==> src/logic/gateway_pkg.sv <==
package gateway_pkg;

   ////////////////////////////////////////
   // Bus payloads
   ////////////////////////////////////////

   typedef struct packed {
      logic        write;
      logic [15:0] addr;    // Target in [15:8], register in [7:0]
      logic [31:0] wdata;
   } host_req_t;

   typedef struct packed {
      logic [31:0] rdata;
   } host_rsp_t;

   typedef struct packed {
      logic [31:0] ts;
      logic [31:0] locale;
      logic [29:0] args;
      logic [1:0]  ttype;
   } task_t;

   typedef struct packed {
      logic [7:0]  addr;
      logic [31:0] data;
   } reg_wr_t;

   typedef struct packed {
      logic        write;
      logic [15:0] addr;    // Word address
      logic [31:0] wdata;
   } mem_req_t;

   ////////////////////////////////////////
   // Register map
   ////////////////////////////////////////

   localparam logic [7:0] REG_TASK_ENQ          = 8'h00;
   localparam logic [7:0] REG_TASK_LOCALE       = 8'h04;
   localparam logic [7:0] REG_TASK_ARGS         = 8'h08;
   localparam logic [7:0] REG_TASK_TTYPE        = 8'h0c;
   localparam logic [7:0] REG_MEM_ADDR          = 8'h10;
   localparam logic [7:0] REG_MEM_ACCESS        = 8'h14;
   localparam logic [7:0] REG_CUR_CYCLE_LSB     = 8'h20;
   localparam logic [7:0] REG_CUR_CYCLE_MSB     = 8'h24;
   localparam logic [7:0] REG_LAST_MEM_LATENCY  = 8'h28;
   localparam logic [7:0] REG_QUEUE_COUNT       = 8'h2c;
   localparam logic [7:0] REG_PARAM_N_COMP      = 8'h30;
   localparam logic [7:0] REG_PARAM_TQ_DEPTH    = 8'h34;
   localparam logic [7:0] REG_PARAM_MEM_LATENCY = 8'h38;

   localparam logic [7:0] ID_GATEWAY = 8'h00;
   localparam logic [7:0] ID_ALL     = 8'hff;

   localparam logic [7:0] REG_COMP_ID = 8'h10;   // Identity register of a component

   localparam logic [31:0] TASK_EMPTY_TS = 32'hffff_ffff;

endpackage
==> src/logic/reg_component.sv <==
module reg_component import gateway_pkg::*; #(
   parameter int COMP_ID = 1
) (
   input  logic        clk,
   input  logic        rstn,
   input  reg_wr_t     reg_wr,
   input  logic        wvalid,
   input  logic [7:0]  araddr,
   input  logic        arvalid,
   output logic        rvalid,
   output logic [31:0] rdata
);

   logic [31:0] data_regs [4];
   logic [31:0] lookup;
   logic        rv_s1;
   logic [31:0] rd_s1;

   always_ff @(posedge clk) begin
      if (wvalid && (reg_wr.addr < 8'd4)) data_regs[reg_wr.addr[1:0]] <= reg_wr.data;
   end

   always_comb begin
      if (araddr < 8'd4) begin
         lookup = data_regs[araddr[1:0]];
      end else if (araddr == REG_COMP_ID) begin
         lookup = 32'(COMP_ID);
      end else begin
         lookup = '0;
      end
   end

   // Two register stages give the fixed read latency
   always_ff @(posedge clk) begin
      if (!rstn) begin
         rv_s1  <= 1'b0;
         rvalid <= 1'b0;
      end else begin
         rv_s1  <= arvalid;
         rvalid <= rv_s1;
      end
   end

   always_ff @(posedge clk) begin
      rd_s1 <= lookup;
      rdata <= rd_s1;
   end

endmodule

==> config.mk <==
export PLATFORM = sky130hd
export DESIGN_NAME = reg_component
export DESIGN_NICKNAME = d
export VERILOG_FILES = /design/src/logic/gateway_pkg.sv /design/src/logic/reg_component.sv
export SDC_FILE = /design/constraint.sdc
export NUM_CORES = 1
export LEC_CHECK = 0
export BUFFER_PORTS_ARGS = -buffer_cell sky130_fd_sc_hd__buf_2
export CORE_MARGIN = 2
export CORE_UTILIZATION = 45
export CTS_CLUSTER_SIZE = 24
export DETAILED_ROUTE_END_ITERATION = 10
export PLACE_DENSITY = 0.68
export SYNTH_ARGS = -nofsm -noshare
export SYNTH_HDL_FRONTEND = slang
export SYNTH_SLANG_ARGS = --single-unit
==> constraint.sdc <==
create_clock -name clk -period 6.4 [get_ports clk]
set_input_delay 0.64 -clock clk [delete_from_list [all_inputs] [get_ports clk]]
set_output_delay 0.64 -clock clk [all_outputs]
set_load 0.02 [all_outputs]
* Word-level counts from Yosys, hierarchy flattened
Memory sizes are Yosys's and may differ from the RTL's. Cells that the tools add are included.
Storage, ports and cells: word-level logic and storage cells 13, output and inout port bits 33, RAM bits 128, memories 1, bits in registers 66
Memory list:
- data_regs | depth 4, bits a word 32, rd ports 1, clocked after Yosys merged registers in 0, write ports 1, RTL line reg_component.sv:14 | logic [31:0] data_regs [4];
Operators by class: reduce and logical (&&, ||, !) cells 1, eq/ne operators 1, muxes and demuxes 4, magnitude comparators 2
Operators with widths (count):
- $mux 32 | 1
- $lt 8x3->1 const B | 2
- $eq 8x5->1 const B | 1
- $mux 1 | 3
- $logic_and 1x1->1 | 1

* Logic depth before layout (Yosys ltp)
depth after elaboration 4, mapped depth 5, gate-level depth less buffers 3

* Least setup slack after synthesis
Ideal clock, no wire load.
path kind input port to flip-flop, start point input port reg_wr[37] in the netlist's numbering, end point memory data_regs[2][0], enable pin, setup time 0.468 ns, data required time 5.932 ns, data arrival time 3.517 ns, slack 2.415 ns, stages 3, path through nor4b_1 nand2_1 nor3b_1
On the way: word-level cells in the longest chain between the ends 4
Ends and longest elaborated chain:
- start, declared | RTL line reg_component.sv:6 | input reg_wr_t reg_wr,
- $lt 8x3->1 | RTL line reg_component.sv:20 | if (wvalid && (reg_wr.addr < 8'd4)) data_regs[reg_wr.addr[1:0]] <= reg_wr.data;
- $logic_and 1x1->1 | RTL line reg_component.sv:20
- $mux 1 | RTL line reg_component.sv:20
- $mux 1 (implied by the code) | RTL line reg_component.sv:20
- end, declared | RTL line reg_component.sv:14
Every way passes these cells.

* Final worst setup path
start point input port reg_wr[37] in the netlist's numbering, end point memory data_regs[3][27], enable pin
Same word-level chain as after synthesis.

==> impl_metrics.yaml <==
sta:
  clock.fmax_mhz: 515
  final-max-slew-violation-count: 0
  period_needed_ps: 1940
  rsz0062_at_grt: "false"
  min_period_over_period: 0.304
  clock_skew_ps: 6.32
  slew_headroom: 0.411
  worst_pin_slew_ps: 884
  setup_tns_ps: 0
  final-hold-violation-count: 0
  setup_violations: 0
grt:
  grt_pass1_vias: 2892
  grt_max_degree: 35
  grt_pass1_wl_microns: 15000
  grt_usage: 0.143
  overflow: 0
  antenna_found_initial: 0
route:
  via_count: 2813
  wl_microns: 9800
  viasPerCell: 4.89
  drc: 0
  wl_met1_microns: 3970
  avgRoutedWirePerCell_microns: 17.0
  first_iter_violations: 211
  dr_wl_met2_microns: 5050
  wl_met3_microns: 490
  antenna_left: 0
  top_layer_used: "met4"
  first_pass_iters: 4
clock_tree:
  htree_levels: 4
  cts-root-buf: "clkbuf_16"
  clock_sinks: 194
  cts_tree: "built"
  cts_resized: 0
  postCtsSetupRepairBufs: 0
  cts_hold_buf: 0
  path_clk_slew_ps: 60
  clock_latency_ps: 430
  cts_buffers: 17
  cts_max_path_buffers: 2
finish:
  drive_gt1_frac: 0.392
  fin_nets: 434
  n_antenna_cell: 0
  synthToLayoutAreaGrowth_pct: 19.2
  final_cell_area_sq_mm: 0.00745
synth:
  synth.largest_area_cell: "edfxtp_1"
  netlist.area_leader.share: 0.614
  synth_seq_cells: 194
  synthesis.nets: 338
  syn_area_sq_mm: 0.00626
  synthCells: 286
  synthTopCellsByArea: "edfxtp_1 61%, dfxtp_1 21%, mux4_2 11%, nor2b_1 3.1%, buf_6 0.54%"
  synth.distinct_cells: 19
  ys_warn_count: 0
  avgSynthCellArea_sq_um: 21.9
  yosysSeqAreaShare: 0.826
critical_path:
  cp_top_family: "simple AND/OR/NAND/NOR gates"
  crit_required_ps: 6460
  cp_cell_sequence: "buf_2, nor4b_1, and4_2"
  max_stage_delay_ps: 880
  worstSetupPathType: "input port to flop"
  crit_path_start_kind: "input port"
  arrival_ps: 2000
  slowest_stage: "and4_2"
  endpoint_kind: "flop"
  cp_num_buf_inv: 1
  cp_max_fo: 32
power_and_ir_drop:
  sw_frac_of_total: 0.193
  seq_power_share: 0.557
  p_comb_frac: 0.027
  ir_drop_mv: 0.186
  clkPwrFrac: 0.416
  p_sw_mw: 0.464
  powerDensity_mw_per_mm2: 322
  internal_power_mw: 1.94
  leakagePower_nw: 2.66
die:
  die_area_sq_mm: 0.0149
  dieWidth_microns: 122
  fp.dieH_microns: 122
  ios: 85
  core.rowCount: 43
  floorplan.initialDensity: 0.456
  core_sq_mm: 0.0137
hold_path:
  min_path_type: "flop to flop"
place:
  placed_cell_area_sq_mm: 0.00688
  hpwl_microns: 5540
  port_buffers: 84
  gp_congestion: 0.666
outcome:
  outcome: "finished, final reports clean"
run:
  maxCapViolCount: 0
layer usage:
metal,GRT usage,vias to the layer above
li1,-,1303
met1,0.165,1428
met2,0.233,60
met3,0.0487,22
met4,0.0833,0
met5,0,-
worst reg2reg max path, stage by stage, from the launching register on:
cell and delay [ps]:
edfxtp_1 380, mux4_2 460, nor2b_1 160
cells in the mapped netlist (all sizes together):
library cell / number
and4: 1
nor4b: 1
o31a: 1
and2: 2
nor2b: 31
edfxtp: 128
nor3b: 3
nand2: 2
nor2: 2
mux4: 31
buf: 9
or4: 1
clkbuf: 2
mux2i: 1
nor3: 4
or3: 1
dfxtp: 66
worst paths after layout:
| path | from | endpoint | slack, ps | cells after the start |
|---|---|---|---|---|
| setup / recovery | reg_wr[37] | data_regs[3][27] | 4460 | 3 |
| hold / removal | rd_s1[19] | rdata[19] | 320 | 0 |
| setup reg to reg | data_regs[1][2] | rd_s1[2] | 5260 | 2 |
| hold reg to reg | rd_s1[19] | rdata[19] | 320 | 0 |
state kept, by name, summed over array words and instances, names as in the netlist:
| register | flops |
|---|---|
| rdata | 32 |
| rv_s1 | 1 |
| rd_s1 | 32 |
| rvalid | 1 |
| data_regs | 128 |
cell type report:
cell class	count	area, sq um
multi-input cells	81	1040
well taps	180	225
flip-flops and latches	194	5160
fillers	1070	6260
repair buffers	88	450
clock buffers	21	504
clock inverters	11	72.6
cells in the final DEF, fill, tap and decap left out, types with 2 or more instances in the layout:
cell type / count
and2_1: 2
clkbuf_16: 20
nand2_1: 2
clkinv_2: 4
buf_4: 4
nor3b_2: 2
mux4_2: 31
clkinv_4: 3
buf_2: 84
nor3_1: 3
nor2_1: 2
nor2b_1: 31
dfxtp_1: 66
edfxtp_1: 128
stage by stage:
stage	hold WS, ps	setup WS [ps]	instances	total power [mW]	utilization
detailed placement	312	3960	543	1.43	0.501
global route	329	4310	575	2.48	0.543
CTS	326	4410	575	2.43	0.543
floorplan	310	2410	286	1.40	-
finish	324	4460	575	2.40	0.543
global placement	310	3950	543	1.43	0.501
cells by family (layout without fill, tap and decap cells):
logic type,Yosys count,count (layout),synth area share
mux,32,32,0.113
buf+inv,11,120,0.0112
simple gates,48,48,0.0486
compound gates,1,1,0.00140
flops,194,194,0.826
power groups by stage:
stage / clock network (mW) / logic [mW] / registers [mW]
2_1_floorplan: 0 / 0.0334 / 1.37
3_3_place_gp: 0 / 0.0631 / 1.37
3_5_place_dp: 0 / 0.0651 / 1.37
4_1_cts: 1.02 / 0.0656 / 1.34
5_1_grt: 1.07 / 0.0703 / 1.34
6_report: 0.998 / 0.0642 / 1.34
Power figures use the tool's default switching activity.
