<file path="config.mk">
export PLATFORM = sky130hd
export DESIGN_NAME = task_queue
export DESIGN_NICKNAME = d
export VERILOG_FILES = /design/src/logic/gateway_pkg.sv /design/src/logic/task_queue.sv
export SDC_FILE = /design/constraint.sdc
export NUM_CORES = 1
export LEC_CHECK = 0
export BUFFER_PORTS_ARGS = -buffer_cell sky130_fd_sc_hd__buf_4
export CORE_MARGIN = 1
export CORE_UTILIZATION = 45
export CTS_BUF_LIST = sky130_fd_sc_hd__clkbuf_4
export DETAILED_ROUTE_END_ITERATION = 12
export PLACE_DENSITY = 0.65
export SLEW_MARGIN = 20
export SYNTH_ARGS = -nofsm -noshare
export SYNTH_HDL_FRONTEND = slang
export SYNTH_SLANG_ARGS = --single-unit
export TNS_END_PERCENT = 50
</file>
<file path="constraint.sdc">
create_clock -name clk -period 3.1 [get_ports clk]
set_input_delay 0.155 -clock clk [delete_from_list [all_inputs] [get_ports clk]]
set_output_delay 0.155 -clock clk [all_outputs]
set_load 0.05 [all_outputs]
</file>
<file path="src/logic/gateway_pkg.sv">
package gateway_pkg;

   ////////////////////////////////////////
   // Bus payloads
   ////////////////////////////////////////

   typedef struct packed {
      logic        write;
      logic [15:0] addr;    // Target in [15:8], register in [7:0]
      logic [31:0] wdata;
   } host_req_t;

   typedef struct packed {
      logic [31:0] rdata;
   } host_rsp_t;

   typedef struct packed {
      logic [31:0] ts;
      logic [31:0] locale;
      logic [29:0] args;
      logic [1:0]  ttype;
   } task_t;

   typedef struct packed {
      logic [7:0]  addr;
      logic [31:0] data;
   } reg_wr_t;

   typedef struct packed {
      logic        write;
      logic [15:0] addr;    // Word address
      logic [31:0] wdata;
   } mem_req_t;

   ////////////////////////////////////////
   // Register map
   ////////////////////////////////////////

   localparam logic [7:0] REG_TASK_ENQ          = 8'h00;
   localparam logic [7:0] REG_TASK_LOCALE       = 8'h04;
   localparam logic [7:0] REG_TASK_ARGS         = 8'h08;
   localparam logic [7:0] REG_TASK_TTYPE        = 8'h0c;
   localparam logic [7:0] REG_MEM_ADDR          = 8'h10;
   localparam logic [7:0] REG_MEM_ACCESS        = 8'h14;
   localparam logic [7:0] REG_CUR_CYCLE_LSB     = 8'h20;
   localparam logic [7:0] REG_CUR_CYCLE_MSB     = 8'h24;
   localparam logic [7:0] REG_LAST_MEM_LATENCY  = 8'h28;
   localparam logic [7:0] REG_QUEUE_COUNT       = 8'h2c;
   localparam logic [7:0] REG_PARAM_N_COMP      = 8'h30;
   localparam logic [7:0] REG_PARAM_TQ_DEPTH    = 8'h34;
   localparam logic [7:0] REG_PARAM_MEM_LATENCY = 8'h38;

   localparam logic [7:0] ID_GATEWAY = 8'h00;
   localparam logic [7:0] ID_ALL     = 8'hff;

   localparam logic [7:0] REG_COMP_ID = 8'h10;   // Identity register of a component

   localparam logic [31:0] TASK_EMPTY_TS = 32'hffff_ffff;

endpackage
</file>
<file path="src/logic/task_queue.sv">
module task_queue import gateway_pkg::*; #(
   parameter int TQ_DEPTH = 4
) (
   input  logic                          clk,
   input  logic                          rstn,
   input  logic                          task_push,
   input  task_t                         task_in,
   output logic                          task_push_ready,
   input  logic                          task_pop,
   output task_t                         task_out,
   output logic [$clog2(TQ_DEPTH+1)-1:0] task_count,
   output logic                          task_empty
);

   localparam int PW = (TQ_DEPTH > 1) ? $clog2(TQ_DEPTH) : 1;
   localparam int CW = $clog2(TQ_DEPTH + 1);

   task_t         entries [TQ_DEPTH];
   logic [PW-1:0] wr_ptr;
   logic [PW-1:0] rd_ptr;
   logic [CW-1:0] count;
   logic          push_en;
   logic          pop_en;

   assign push_en = task_push && task_push_ready;
   assign pop_en  = task_pop && !task_empty;

   always_ff @(posedge clk) begin
      if (push_en) entries[wr_ptr] <= task_in;
   end

   always_ff @(posedge clk) begin
      if (!rstn) begin
         wr_ptr <= '0;
         rd_ptr <= '0;
         count  <= '0;
      end else begin
         if (push_en) wr_ptr <= (wr_ptr == PW'(TQ_DEPTH - 1)) ? '0 : wr_ptr + 1'b1;
         if (pop_en) rd_ptr <= (rd_ptr == PW'(TQ_DEPTH - 1)) ? '0 : rd_ptr + 1'b1;
         case ({push_en, pop_en})
            2'b10:   count <= count + 1'b1;
            2'b01:   count <= count - 1'b1;
            default: ;   // Push and pop together leave the count unchanged
         endcase
      end
   end

   assign task_push_ready = (count != CW'(TQ_DEPTH));
   assign task_empty      = (count == '0);
   assign task_count      = count;
   assign task_out        = entries[rd_ptr];

endmodule

</file>
* Word-level counts from Yosys, hierarchy flattened
Memories as Yosys holds them, arrays and structs flattened. A register that Yosys moved wholly into a read port is not among the register bits.
Index checks and enable logic that the tools add are counted.
** Storage, ports and cells
- Memories :: 1
- Bits in registers :: 7
- Input bits :: 100
- Word-level logic and storage cells :: 25
- Output and inout port bits :: 101
- Memory bits (writable) :: 384
** Operators by class
- Multiplexer cells :: 7
- $add $sub $neg :: 4
- Reduce and logical (&&, ||, !) cells :: 5
- Eq/ne operators :: 5
** Memory list
- entries :: depth 4, width 96, rd ports 1, clocked after memory_dff 1, wr ports 1, line task_queue.sv:18 : task_t entries [TQ_DEPTH];
** Operators by type and width (count)
- 2-to-1 mux 2 bit :: 4
- equality test 2 bit, second input constant :: 3
- one-hot mux 3 bit (2 select lines) :: 1
- adder 2 x 1 -> 2 bit, second input constant :: 2
- adder 3 x 1 -> 3 bit, second input constant :: 1
- zero test 3 bit :: 1
- != test 3 bit, second input constant :: 1
- subtractor 3 x 1 -> 3 bit, second input constant :: 1
- equality test 2 x 1 -> 1 bit, second input constant :: 1
- logical AND 1 bit :: 2
- 2-to-1 mux 1 bit :: 2
- nonzero test 2 bit :: 1
- zero test 1 bit :: 1

* Logic depth before layout (Yosys ltp)
- Depth after elaboration :: 5
- Gate-level depth with buffers :: 10
- Mapped depth without buffers :: 9

* Least setup slack after synthesis
No wires, ideal clock.
- Kind :: register to register
- Start point :: register count[2] (netlist: task_count[2])
- End point :: register count[2] (netlist: task_count[2])
- Path buffers :: 1
- Path slack :: 0.309 ns
- Clock period less this slack :: 2.791 ns
- Required time :: 3.024 ns
- Arrival :: 2.715 ns
- Cell stages (with the launch flop) :: 11
- Library setup time :: 0.076 ns
- Cells stage by stage :: dfxtp_1 -> or3b_1 -> buf_6 -> and2_4 -> inv_1 -> ha_1 -> inv_1 -> fa_1 -> xor2_1 -> or3_2 -> a21boi_0
** Between the ends
- Elaborated cells on any way between the ends :: 11
- Those cells by class :: add/sub (2); eq/ne (3); mux (1); reduce/logical (5)
** RTL lines
- start: declaration :: line task_queue.sv:21 : logic [CW-1:0] count;
- start signal: assignment :: line task_queue.sv:41 : 2'b10: count <= count + 1'b1;
- start signal: assignment :: line task_queue.sv:42 : 2'b01: count <= count - 1'b1;
- != test 3 bit (*) :: line task_queue.sv:48 : assign task_push_ready = (count != CW'(TQ_DEPTH));
- via task_push_ready :: line task_queue.sv:8 : output logic task_push_ready,
- logical AND 1 bit (*) :: line task_queue.sv:25 : assign push_en = task_push && task_push_ready;
- equality test 2 x 1 -> 1 bit / equality test 2 bit (equally long branches) :: line task_queue.sv:40 : case ({push_en, pop_en})
- one-hot mux 3 bit (2 select lines) / nonzero test 2 bit (equally long branches)
The timed path passes the listed nets; every way through them passes the cells marked *.
A chain may end at the register's enable or synchronous reset.

==> flow_metrics.tcl <==
set metrics [dict create \
    place_area_um2 16430 \
    cts.sinks 393 \
    cts_setup_buffers 0 \
    hold_path.class "input port to flop" \
    area_delta_synth_final_pct 29.65 \
    drt_iter0_markers 403 \
    postRouteAntennaNets 0 \
    final_cell_mix "384 x edfxtp_1, 209 x buf_4, 137 x clkbuf_4, 99 x dlygate4sd3_1, 96 x mux4_2" \
    synth_ff_type "edfxtp_1" \
    maxCapViolCount 0 \
    final_cells 1408 \
    p_sw_mw 5.398 \
    die_w_um 180.5 \
    die_h_um 180.5 \
    setup_tns_ns 0 \
    overflow 0 \
    total_leakage_power_nw 6.425 \
    numCtsBuffers 97 \
    dp.final_hpwl_mm 16.33 \
    design_area_um2 18590 \
    seq_area_frac_synth_pct 81.68 \
    max-vdd-ir-drop_v 0.0005297 \
    start_kind "flop" \
    synthArstFlopShare_pct 0 \
    final_nets 1056 \
    synthCells 558 \
    slew_viol_final 0 \
    htree_levels 3 \
    intPower_mw 10.37 \
    final_common_cell "edfxtp_1" \
    endpoint_kind "output pin" \
    wl_per_cell_um 19.93 \
    ys_ff_latch 393 \
    coreArea_um2 30990 \
    clk_root_buffer_cell "clkbuf_4" \
    synth_edf_count 384 \
    critPathArrivalTime_ns 2.58 \
    drc 0 \
    holdWs_ns 0.2092 \
    swShare_pct 34.24 \
    finalWorstSetupSlack_ns 0.3700 \
    die_area_um2 32580 \
    worstMarginPinSlew_ns 0.6234 \
    yosys-top-cells-area "edfxtp_1 80%, mux4_2 15%, dfxtp_1 1.3%" \
    grt_pass1_wl_mm 43.42 \
    routed_wl_mm 28.07 \
    place_inst 1147 \
    post_cts_resized 0 \
    crit_type "flop to output pin" \
    antenna_found_initial 1 \
    insertion_delay_ns 0.69 \
    outcome "complete, no violations" \
    syn_nets 665 \
    track_usage_pct 17.60 \
    row_count 64 \
    synth_area_per_cell_um2 25.69 \
    grt_pass1_vias 8070 \
    skew_ns 0.03685 \
    num_vias 7169 \
    fin_util_pct 59.98 \
    rsz0062_at_grt "no" \
    yosysTopAreaCellShare_pct 80.43 \
    p_comb_share_pct 32.4 \
    fmax_ghz 0.3663 \
    clkPwrFrac_pct 25.5 \
    via_per_inst 5.092 \
    worstPathRequired_ns 2.94 \
    gp_congestion 0.7103 \
    min_period_over_period_pct 88.07 \
    relSlewSlack_pct 58.08 \
    cts.path.max_buffers 3 \
    io_pins 201 \
    syn_area_um2 14340 \
    hold_violations 0 \
    cts_tree "built" \
    drive_gt1_share_pct 46.09 \
    dp_slack_ns 0.4824 \
    synth_warnings 0 \
    yosysTopAreaCell "edfxtp_1" \
    total_power_mw 15.77 \
    period_needed_ns 2.730 \
    setup_viol 0 \
    drtPass1Iterations 4 \
    io_buffers 200 \
    path_clk_slew_ns 0.06 \
    start_util_pct 46.27 \
    yosysUniqueCellTypes 26 \
    grt_start_max_net_pins 39 \
    fill_cells 2201 \
    cp_max_fo 24 \
    powerDensity_nw_per_um2 848.1 \
    pwr-share-seq_pct 42.0 \
]
registers in the layout, summed over array words and instances, names as in the netlist, named ones only:
register / count
wr_ptr: 2
entries: 384
rd_ptr: 2
task_count: 3
final timing paths:
kind	from	endpoint	slack (ns)	cells past startpoint
min	task_in[13]	entries[0][13]	0.21	2
max	flop	task_out[86]	0.37	3
min reg2reg	wr_ptr[1]	wr_ptr[1]	0.53	2
max reg2reg	task_count[2]	task_count[2]	0.46	9
per-layer routing:
layer	vias up	GRT usage (%)	wire [µm]
met4	0	5.641	242
li1	3231	-	-
met3	30	5.841	2202
met1	3638	21.62	11430
met2	270	29.52	14190
met5	-	0	0
critical path, cell delays in order (launching register included):
cell,delay (ns)
dfxtp_4,0.69
buf_4,0.43
mux4_2,0.56
buf_4,0.21
cell type report:
cell class	count	area (µm²)	area share [%]
diodes	1	2.502	0.01346
clock buffers	137	1028	5.533
clock inverters	24	138.9	0.7471
inverters	7	26.28	0.1413
multi-input cells	134	2459	13.23
flip-flops and latches	393	11720	63.04
well taps	396	495.5	2.665
repair buffers	316	2720	14.63
power by group through the flow:
stage	clock network, mW	logic (mW)	registers (mW)
floorplan	0	3.65	6.66
finish	4.02	5.12	6.63
global placement	0	5.03	6.71
CTS	4.17	5.19	6.64
detailed placement	0	5.07	6.76
global route	4.44	5.35	6.68
cell families (layout without fill, tap and decap cells):
| logic type | Yosys count | count (layout) | share of synthesized area (%) |
|---|---|---|---|
| XOR/XNOR | 2 | 2 | 0.1222 |
| multiplexers | 97 | 97 | 15.15 |
| AO/OA/AOI/OAI | 7 | 7 | 0.2793 |
| AND/OR/NAND/NOR | 21 | 21 | 0.8291 |
| flip-flops | 393 | 393 | 81.68 |
| buffers and inverters | 31 | 484 | 1.274 |
| adder cells (fa/ha/maj) | 7 | 7 | 0.6632 |
| other | 0 | 1 | 0 |
Yosys cell counts, drive strengths merged (2+ instances only):
cell	instances
and2	3
and3	4
buf	18
clkbuf	6
dfxtp	9
edfxtp	384
ha	6
inv	7
mux4	96
nand2	6
nand3	2
nor2	2
o21ai	5
timing repair:
| item | 4_1_cts | 5_1_grt |
|---|---|---|
| hold endpoints to repair | 393 | 0 |
| setup endpoints to repair | 0 | 0 |
| hold buffers | 99 | 0 |
(Power assumes the default switching activity.)
