<file path="src/logic/gateway_pkg.sv">
package gateway_pkg;

   ////////////////////////////////////////
   // Bus payloads
   ////////////////////////////////////////

   typedef struct packed {
      logic        write;
      logic [15:0] addr;    // Target in [15:8], register in [7:0]
      logic [31:0] wdata;
   } host_req_t;

   typedef struct packed {
      logic [31:0] rdata;
   } host_rsp_t;

   typedef struct packed {
      logic [31:0] ts;
      logic [31:0] locale;
      logic [29:0] args;
      logic [1:0]  ttype;
   } task_t;

   typedef struct packed {
      logic [7:0]  addr;
      logic [31:0] data;
   } reg_wr_t;

   typedef struct packed {
      logic        write;
      logic [15:0] addr;    // Word address
      logic [31:0] wdata;
   } mem_req_t;

   ////////////////////////////////////////
   // Register map
   ////////////////////////////////////////

   localparam logic [7:0] REG_TASK_ENQ          = 8'h00;
   localparam logic [7:0] REG_TASK_LOCALE       = 8'h04;
   localparam logic [7:0] REG_TASK_ARGS         = 8'h08;
   localparam logic [7:0] REG_TASK_TTYPE        = 8'h0c;
   localparam logic [7:0] REG_MEM_ADDR          = 8'h10;
   localparam logic [7:0] REG_MEM_ACCESS        = 8'h14;
   localparam logic [7:0] REG_CUR_CYCLE_LSB     = 8'h20;
   localparam logic [7:0] REG_CUR_CYCLE_MSB     = 8'h24;
   localparam logic [7:0] REG_LAST_MEM_LATENCY  = 8'h28;
   localparam logic [7:0] REG_QUEUE_COUNT       = 8'h2c;
   localparam logic [7:0] REG_PARAM_N_COMP      = 8'h30;
   localparam logic [7:0] REG_PARAM_TQ_DEPTH    = 8'h34;
   localparam logic [7:0] REG_PARAM_MEM_LATENCY = 8'h38;

   localparam logic [7:0] ID_GATEWAY = 8'h00;
   localparam logic [7:0] ID_ALL     = 8'hff;

   localparam logic [7:0] REG_COMP_ID = 8'h10;   // Identity register of a component

   localparam logic [31:0] TASK_EMPTY_TS = 32'hffff_ffff;

endpackage
</file>
<file path="src/logic/host_reg_gateway.sv">
module host_reg_gateway import gateway_pkg::*; #(
   parameter int N_COMP      = 3,
   parameter int TQ_DEPTH    = 4,
   parameter int MEM_LATENCY = 5
) (
   input  logic                          clk,
   input  logic                          rstn,
   input  host_req_t                     req,
   input  logic                          req_valid,
   output logic                          req_ready,
   output host_rsp_t                     rsp,
   output logic                          rsp_valid,
   input  logic                          rsp_ready,
   output reg_wr_t                       reg_wr,
   output logic [N_COMP-1:0]             reg_wvalid,
   output logic [7:0]                    reg_araddr,
   output logic [N_COMP-1:0]             reg_arvalid,
   input  logic [N_COMP-1:0]             reg_rvalid,
   input  logic [N_COMP-1:0][31:0]       reg_rdata,
   output logic                          task_push,
   output task_t                         task_in,
   input  logic                          task_push_ready,
   output logic                          task_pop,
   input  task_t                         task_out,
   input  logic [$clog2(TQ_DEPTH+1)-1:0] task_count,
   input  logic                          task_empty,
   output mem_req_t                      mem_req,
   output logic                          mem_req_valid,
   input  logic                          mem_req_ready,
   input  logic                          mem_rsp_valid,
   input  logic [31:0]                   mem_rdata
);

   typedef enum logic [2:0] {ST_IDLE, ST_EXEC, ST_WAIT_COMP, ST_WAIT_MEM, ST_RESP} state_t;

   state_t            state;
   host_req_t         req_q;
   logic [31:0]       rsp_data;
   logic [63:0]       cur_cycle;
   logic [31:0]       lat_start;
   logic [31:0]       last_mem_latency;
   logic [31:0]       task_locale;
   logic [29:0]       task_args;
   logic [1:0]        task_ttype;
   logic [15:0]       mem_addr;
   logic [7:0]        tgt;
   logic [7:0]        offs;
   logic              local_hit;
   logic              comp_hit;
   logic              is_enq;
   logic              is_mem;
   logic              exec;
   logic [N_COMP-1:0] comp_sel;
   logic [31:0]       comp_rdata;
   logic [31:0]       local_rdata;

   ////////////////////////////////////////
   // Decode of the captured request
   ////////////////////////////////////////

   assign tgt       = req_q.addr[15:8];
   assign offs      = req_q.addr[7:0];
   assign local_hit = (tgt == ID_GATEWAY);
   assign is_enq    = local_hit && (offs == REG_TASK_ENQ);
   assign is_mem    = local_hit && (offs == REG_MEM_ACCESS);
   assign exec      = (state == ST_EXEC);

   // Target k+1 sits on bit k, so ID_ALL and the gateway never hit here
   always_comb begin
      comp_rdata = '0;
      for (int k = 0; k < N_COMP; k++) begin
         comp_sel[k] = (tgt == 8'(k + 1));
         if (comp_sel[k]) comp_rdata = reg_rdata[k];
      end
   end
   assign comp_hit = |comp_sel;

   always_comb begin
      case (offs)
         REG_TASK_LOCALE:       local_rdata = task_locale;
         REG_TASK_ARGS:         local_rdata = {2'b00, task_args};
         REG_TASK_TTYPE:        local_rdata = {30'd0, task_ttype};
         REG_MEM_ADDR:          local_rdata = {16'd0, mem_addr};
         REG_CUR_CYCLE_LSB:     local_rdata = cur_cycle[31:0];
         REG_CUR_CYCLE_MSB:     local_rdata = cur_cycle[63:32];
         REG_LAST_MEM_LATENCY:  local_rdata = last_mem_latency;
         REG_QUEUE_COUNT:       local_rdata = 32'(task_count);
         REG_PARAM_N_COMP:      local_rdata = 32'(N_COMP);
         REG_PARAM_TQ_DEPTH:    local_rdata = 32'(TQ_DEPTH);
         REG_PARAM_MEM_LATENCY: local_rdata = 32'(MEM_LATENCY);
         default:               local_rdata = '0;
      endcase
   end

   ////////////////////////////////////////
   // Sequencer
   ////////////////////////////////////////

   always_ff @(posedge clk) begin
      if (!rstn) begin
         state     <= ST_IDLE;
         cur_cycle <= '0;
      end else begin
         cur_cycle <= cur_cycle + 64'd1;
         case (state)
            ST_IDLE: if (req_valid) state <= ST_EXEC;
            ST_EXEC: begin
               if (is_enq && req_q.write) begin
                  if (task_push_ready) state <= ST_RESP;   // Full queue holds the enqueue
               end else if (is_mem) begin
                  if (mem_req_ready) state <= ST_WAIT_MEM;
               end else if (comp_hit && !req_q.write) begin
                  state <= ST_WAIT_COMP;
               end else begin
                  state <= ST_RESP;
               end
            end
            ST_WAIT_COMP: if (|(reg_rvalid & comp_sel)) state <= ST_RESP;
            ST_WAIT_MEM:  if (mem_rsp_valid) state <= ST_RESP;
            ST_RESP:      if (rsp_ready) state <= ST_IDLE;
            default:      state <= ST_IDLE;
         endcase
      end
   end

   always_ff @(posedge clk) begin
      if (req_valid && req_ready) req_q <= req;
      case (state)
         ST_EXEC: begin
            if (req_q.write) begin
               rsp_data <= '0;
               if (local_hit) begin
                  case (offs)
                     REG_TASK_LOCALE: task_locale <= req_q.wdata;
                     REG_TASK_ARGS:   task_args   <= req_q.wdata[29:0];
                     REG_TASK_TTYPE:  task_ttype  <= req_q.wdata[1:0];
                     REG_MEM_ADDR:    mem_addr    <= req_q.wdata[15:0];
                     default: ;
                  endcase
               end
            end else if (is_enq) begin
               if (task_empty) begin
                  rsp_data <= TASK_EMPTY_TS;
               end else begin
                  rsp_data    <= task_out.ts;
                  task_locale <= task_out.locale;   // Later field reads see the popped task
                  task_args   <= task_out.args;
               end
            end else begin
               rsp_data <= local_hit ? local_rdata : '0;
            end
            if (mem_req_valid && mem_req_ready) lat_start <= cur_cycle[31:0];
         end
         ST_WAIT_COMP: if (|(reg_rvalid & comp_sel)) rsp_data <= comp_rdata;
         ST_WAIT_MEM: begin
            if (mem_rsp_valid) begin
               last_mem_latency <= cur_cycle[31:0] - lat_start;
               if (!req_q.write) rsp_data <= mem_rdata;
            end
         end
         default: ;
      endcase
   end

   assign req_ready = (state == ST_IDLE);
   assign rsp_valid = (state == ST_RESP);
   assign rsp.rdata = rsp_data;

   // Broadcast raises every component at once
   assign reg_wvalid  = (exec && req_q.write) ? ((tgt == ID_ALL) ? '1 : comp_sel) : '0;
   assign reg_arvalid = (exec && !req_q.write) ? comp_sel : '0;
   assign reg_wr.addr = offs;
   assign reg_wr.data = req_q.wdata;
   assign reg_araddr  = offs;

   assign task_push      = exec && req_q.write && is_enq;
   assign task_pop       = exec && !req_q.write && is_enq && !task_empty;
   assign task_in.ts     = req_q.wdata;
   assign task_in.locale = task_locale;
   assign task_in.args   = task_args;
   assign task_in.ttype  = task_ttype;

   assign mem_req_valid = exec && is_mem;
   assign mem_req.write = req_q.write;
   assign mem_req.addr  = mem_addr;
   assign mem_req.wdata = req_q.wdata;

endmodule

</file>
<file path="config.mk">
export PLATFORM = sky130hd
export DESIGN_NAME = host_reg_gateway
export DESIGN_NICKNAME = d
export VERILOG_FILES = /design/src/logic/gateway_pkg.sv /design/src/logic/host_reg_gateway.sv
export SDC_FILE = /design/constraint.sdc
export NUM_CORES = 1
export LEC_CHECK = 0
export ABC_AREA = 1
export BUFFER_PORTS_ARGS = -buffer_cell sky130_fd_sc_hd__buf_2
export CAP_MARGIN = 20
export CORE_AREA = 5 5 198 200
export CTS_CLUSTER_SIZE = 24
export DETAILED_ROUTE_END_ITERATION = 6
export DIE_AREA = 0 0 203 205
export MAX_ROUTING_LAYER = met4
export PLACE_DENSITY = 0.73
export SETUP_SLACK_MARGIN = 0.4
export SLEW_MARGIN = 20
export SYNTH_ARGS = -nofsm -noshare
export SYNTH_HDL_FRONTEND = slang
export SYNTH_SLANG_ARGS = --single-unit
</file>
<file path="constraint.sdc">
create_clock -name clk -period 9.2 [get_ports clk]
set_input_delay 0 -clock clk [delete_from_list [all_inputs] [get_ports clk]]
set_output_delay 0 -clock clk [all_outputs]
set_load 0.02 [all_outputs]
</file>
### Yosys cells after proc, flatten, opt, wreduce, memory -nomap -nowiden

Cells that the tools add are included.

| word-level totals | value |
|---|---|
| bits in registers | 292 |
| input port bits | 287 |
| output and inout bits | 236 |
| word-level logic and storage cells | 110 |

| operators by class | value |
|---|---|
| add/sub/neg operators | 2 |
| equality and inequality tests | 31 |
| muxes and demuxes | 35 |
| bitwise gates (word level) | 1 |
| reduce and logical (&&, ||, !) cells | 29 |

Operators by type and width:

| operator | count |
|---|---|
| $mux 32 | 15 |
| $pmux 32 s11 | 1 |
| $mux 30 | 5 |
| $pmux 32 s3 | 1 |
| $add 64x1->64 const B | 1 |
| $eq 8x6->1 const B | 7 |
| $mux 3 | 12 |
| $sub 32x32->32 | 1 |
| $eq 8x2->1 const B | 2 |
| $eq 8x4->1 const B | 2 |
| $eq 8x5->1 const B | 2 |
| $logic_not 8->1 | 2 |
| $pmux 3 s5 | 1 |
| $logic_and 1x1->1 | 12 |
| $reduce_and 4->1 | 3 |
| $ne 2x1->1 const B | 5 |
| $reduce_and 5->1 | 2 |
| $eq 8x1->1 const B | 1 |
| $eq 8x3->1 const B | 1 |
| $eq 8x8->1 const B | 1 |
| $ne 2x2->1 const B | 4 |
| $eq 3x2->1 const B | 2 |
| $reduce_and 6->1 | 1 |
| $reduce_or 3->1 | 2 |
| 10 further kinds | 12 |

### Depth between registers and ports, before layout

| depth | value |
|---|---|
| depth in word-level cells | 7 |
| mapped depth | 14 |

### Worst setup path after synthesis

Ideal clock, no wire load.

| timing path | value |
|---|---|
| path type | reg2reg |
| start | register req_q, in the netlist mem_req[48] |
| end | register rsp_data[0] (netlist: rsp[0]) (enable) |
| library setup time | 0.461 ns |
| data arrival time | 3.285 ns |
| required time | 8.739 ns |
| path slack | 5.454 ns |
| cell stages (with the launch flop) | 6 |
| buffers on the path | 2 |
| cell sequence | edfxtp_1 > clkbuf_1 > inv_1 > clkbuf_1 > o22ai_1 > nor3_1 |

| between the ends | value |
|---|---|
| cells in the longest elaborated chain, start to end | 2 |

Ends and longest elaborated chain:

| item | RTL line | RTL |
|---|---|---|
| start, declared | host_reg_gateway.sv:37 | `host_req_t req_q;` |
| start signal, assigned | host_reg_gateway.sv:127 | `if (req_valid && req_ready) req_q <= req;` |
| $ne 2x2->1 (no source line) | - |  |
| $reduce_and 4->1 (no source line) | - |  |
| end signal, assigned | host_reg_gateway.sv:145 | `rsp_data <= task_out.ts;` |
| end signal, assigned | host_reg_gateway.sv:150 | `rsp_data <= local_hit ? local_rdata : '0;` |
| end signal, assigned | host_reg_gateway.sv:154 | `ST_WAIT_COMP: if (\|(reg_rvalid & comp_sel)) rsp_data <= comp_rdata;` |
| end, declared | host_reg_gateway.sv:38 | `logic [31:0] rsp_data;` |

No other way between the ends.
A chain may end at the register's enable or synchronous reset.

### Worst setup path in the final report

| timing path | value |
|---|---|
| start | register req_q[41] in the netlist's numbering |
| end | register rsp_data[4] (netlist: rsp[4]) (data pin) |

| between the ends | value |
|---|---|
| cells in the longest elaborated chain, start to end | 6 |
| elaborated cells on any way between the ends | 13 |
| those cells by class | 3 x eq/ne; 8 x mux; 2 x reduce/logical |

Ends and longest elaborated chain:

| item | RTL line | RTL |
|---|---|---|
| $eq 8x1->1 | host_reg_gateway.sv:72 | `comp_sel[k] = (tgt == 8'(k + 1));` |
| $mux 32 (3 in series) | host_reg_gateway.sv:73 | `if (comp_sel[k]) comp_rdata = reg_rdata[k];` |
| $mux 32 | host_reg_gateway.sv:154 |  |
| $pmux 32 s3 (*) | host_reg_gateway.sv:128 | `case (state)` |
| end signal, assigned | host_reg_gateway.sv:150 |  |
| end signal, assigned | host_reg_gateway.sv:154 |  |
| end signal, assigned | host_reg_gateway.sv:158 | `if (!req_q.write) rsp_data <= mem_rdata;` |

Mark *: on every way between the ends. The rest lies on a longest branch, timed or not. The select of a mux whose other input is x is not followed.

==> impl_metrics.py <==
metrics = {
    "clock_network": {
        "clk_latency_ps": 550,
        "cts_num_sinks": 292,
        "cts_tree": "built",
        "clockBufferDepth": 3,
        "cts_resized": 0,
        "cts_inserted_buffers": 35,
        "cts.clk_slew.worst_paths_ps": 60,
        "holdBufCountCts": 206,
        "post_cts_buffers": 0,
        "cts_max_level": 2,
        "cts-root-buf": "clkbuf_16",
    },
    "placement": {
        "placed_area_um2": 19700,
        "io_buffers": 520,
        "globalplace.congestion": 1.02,
        "dp_hpwl_um": 62000,
    },
    "setup_path": {
        "crit_type": "flip-flop to flip-flop",
        "cp-end-kind": "flip-flop",
        "worstPathRequired_ps": 9490,
        "critPathLaunchType": "flip-flop",
        "cp_max_fo": 40,
        "worstPathArrival_ps": 3990,
    },
    "final_layout": {
        "area_delta_synth_final_pct": 31.5,
        "final_common_cell": "nand2_1",
        "drive_above_1_share": 0.227,
        "finalNetCount": 3186,
        "fillers": 3281,
        "final_area_um2": 23000,
        "final_cell_mix": "nand2_1 (798), buf_2 (520), edfxtp_1 (225)",
        "multi_input_area_um2": 7520,
        "seq_area_um2": 8100,
    },
    "yosys": {
        "syn-instance-count": 2257,
        "synth.avg_cell_area_um2": 7.75,
        "synth_area_leaders": "edfxtp_1 (39%), nand2_1 (17%), dfxtp_1 (7.7%)",
        "yosysTopAreaCell": "edfxtp_1",
        "synth_cell_types": 46,
        "synth_nets": 2577,
        "seq_area_frac_synth": 0.463,
        "syn_area_um2": 17500,
        "synth_top_area_share": 0.386,
        "synth_seq_cells": 292,
        "async_flop_share": 0,
        "ys.flop_type": "edfxtp_1",
        "ys_warn_count": 0,
        "synth_edf_count": 225,
    },
    "sta": {
        "worstMarginPinSlew_ps": 1090,
        "grt_setup_unrepaired": "false",
        "setup_violations": 0,
        "slew_viol_final": 0,
        "hold_viol": 0,
        "slew_headroom": 0.275,
        "setup_tns_ps": 0,
        "fmax_ghz": 0.270,
        "finalCritPeriodShare": 0.402,
        "finalCriticalPeriod_ps": 3700,
        "finClkSkew_ps": 12.7,
    },
    "detailed_routing": {
        "wl_met2_um": 37200,
        "wirelength_um": 80500,
        "routed.top_layer": "met4",
        "vias": 19041,
        "wl_met3_um": 7900,
        "wire_per_inst_um": 23.8,
        "remaining_drc_errors": 0,
        "met1_length_um": 31100,
        "initialDrtViolationCount": 2299,
        "ant_nets": 0,
        "dr.pass1.iters": 6,
        "via_per_inst": 5.64,
    },
    "power": {
        "power_frac_comb": 0.274,
        "swShare": 0.352,
        "p_clk_frac": 0.325,
        "powerDensity_nw_per_um2": 198,
        "p_switching_w": 0.00160,
        "p_leak_nw": 10.2,
        "seq_power_share": 0.401,
        "peakVddDrop_mv": 0.214,
        "power.internal_w": 0.00295,
    },
    "grt": {
        "track_usage": 0.381,
        "grt_overflow": 0,
        "antenna_found_initial": 7,
        "grt_pass1_vias": 18365,
        "grt_max_degree": 62,
        "grt_pass1_wl_um": 115000,
    },
    "die": {
        "die_x_um": 203,
        "initial_core_util": 0.470,
        "die_h_um": 205,
        "io-pin-count": 523,
        "row_count": 71,
        "die_area_um2": 41600,
        "core_um2": 37200,
    },
    "min_path": {
        "hp-class": "input port to flip-flop",
    },
    "run": {
        "drv_cap": 0,
    },
    "outcome": {
        "status": "finished clean",
    },
}
critical path, cell delays in order (launching register included):
cell and delay, ps:
edfxtp_1 440, nor2_1 170, nand2_1 80, nor2_2 80, buf_4 430, nand2_2 560
nor2_4 300, inv_2 260, o21ai_0 230, inv_1 50, nand2_1 180, nand2_1 70
dlygate4sd3_1 550
synth_stat cells (11+ instances only):
cell type,count
a21oi_1,100
a22oi_1,32
buf_2,21
buf_4,117
clkbuf_1,26
dfxtp_1,67
edfxtp_1,225
ha_1,32
inv_1,192
inv_2,11
nand2_1,798
nand3_1,132
nand4_1,44
nor2_1,174
nor2_2,12
nor3_1,46
o21ai_0,93
o21ai_1,15
or2_0,20
xor2_1,17
power by group through the flow:
stage          sequential (W)  clock, W  combinational (W)
2_1_floorplan         0.00193         0           0.000695
3_3_place_gp          0.00184         0            0.00111
3_5_place_dp          0.00184         0            0.00112
4_1_cts               0.00182   0.00148            0.00122
5_1_grt               0.00184   0.00153            0.00132
6_report              0.00182   0.00148            0.00124
logic make-up (layout without fill, tap and decap cells):
kind of cell / after synthesis / after routing / synth area share
xor gates and xnor gates: 23 / 23 / 0.0115
other: 0 / 10 / 0
buffers and inverters: 375 / 1010 / 0.109
AOI/OAI and AO/OA: 260 / 260 / 0.0818
adders and majority gates: 33 / 33 / 0.0240
and+or+nand+nor: 1274 / 1274 / 0.311
DFF: 292 / 292 / 0.463
metrics by stage:
step	setup slack, ps	total power (W)	hold slack (ps)	utilization	instances
CTS	5580	0.00451	8.62	0.617	3366
floorplan	5450	0.00262	98.9	-	2257
global route	5310	0.00469	19.7	0.618	3373
finish	5500	0.00455	40.9	0.618	3376
global placement	6170	0.00295	176	0.530	3097
detailed placement	6090	0.00296	178	0.530	3097
path summary, 6_finish.rpt:
| path | slack (ps) | startpoint | end | cells past startpoint |
|---|---|---|---|---|
| setup / recovery | 5500 | req_q[41]$_DFFE_PP_ | rsp[4]$_DFFE_PP_ | 12 |
| hold / removal | 40 | task_out[78] | rsp[14]$_DFFE_PP_ | 5 |
| setup reg to reg | 5500 | req_q[41]$_DFFE_PP_ | rsp[4]$_DFFE_PP_ | 12 |
| hold reg to reg | 480 | cur_cycle[37]$_SDFF_PN0_ | cur_cycle[37]$_SDFF_PN0_ | 2 |
layer usage:
metal,vias to the layer above,global-route usage
li1,8567,-
met5,-,-
met1,9016,0.491
met2,1252,0.595
met4,0,0.167
met3,206,0.0646
sequential cells by signal, indices dropped and copies added, names as in the netlist:
signal and flops:
cur_cycle 64, last_mem_latency 32, lat_start 32, mem_addr 16
mem_req 33, reg_araddr 8, req_q 8, rsp 32
state 3, task_args 30, task_locale 32, task_ttype 2
area by class of cell:
class                   count  share of cell area
inverters                 203              0.0331
diodes                     10             0.00109
well taps                 474              0.0258
flip-flops and latches    292               0.352
clock inverters            12             0.00615
repair buffers            744               0.209
clock buffers              51              0.0461
multi-input cells        1590               0.327
Power figures use the tool's default switching activity.
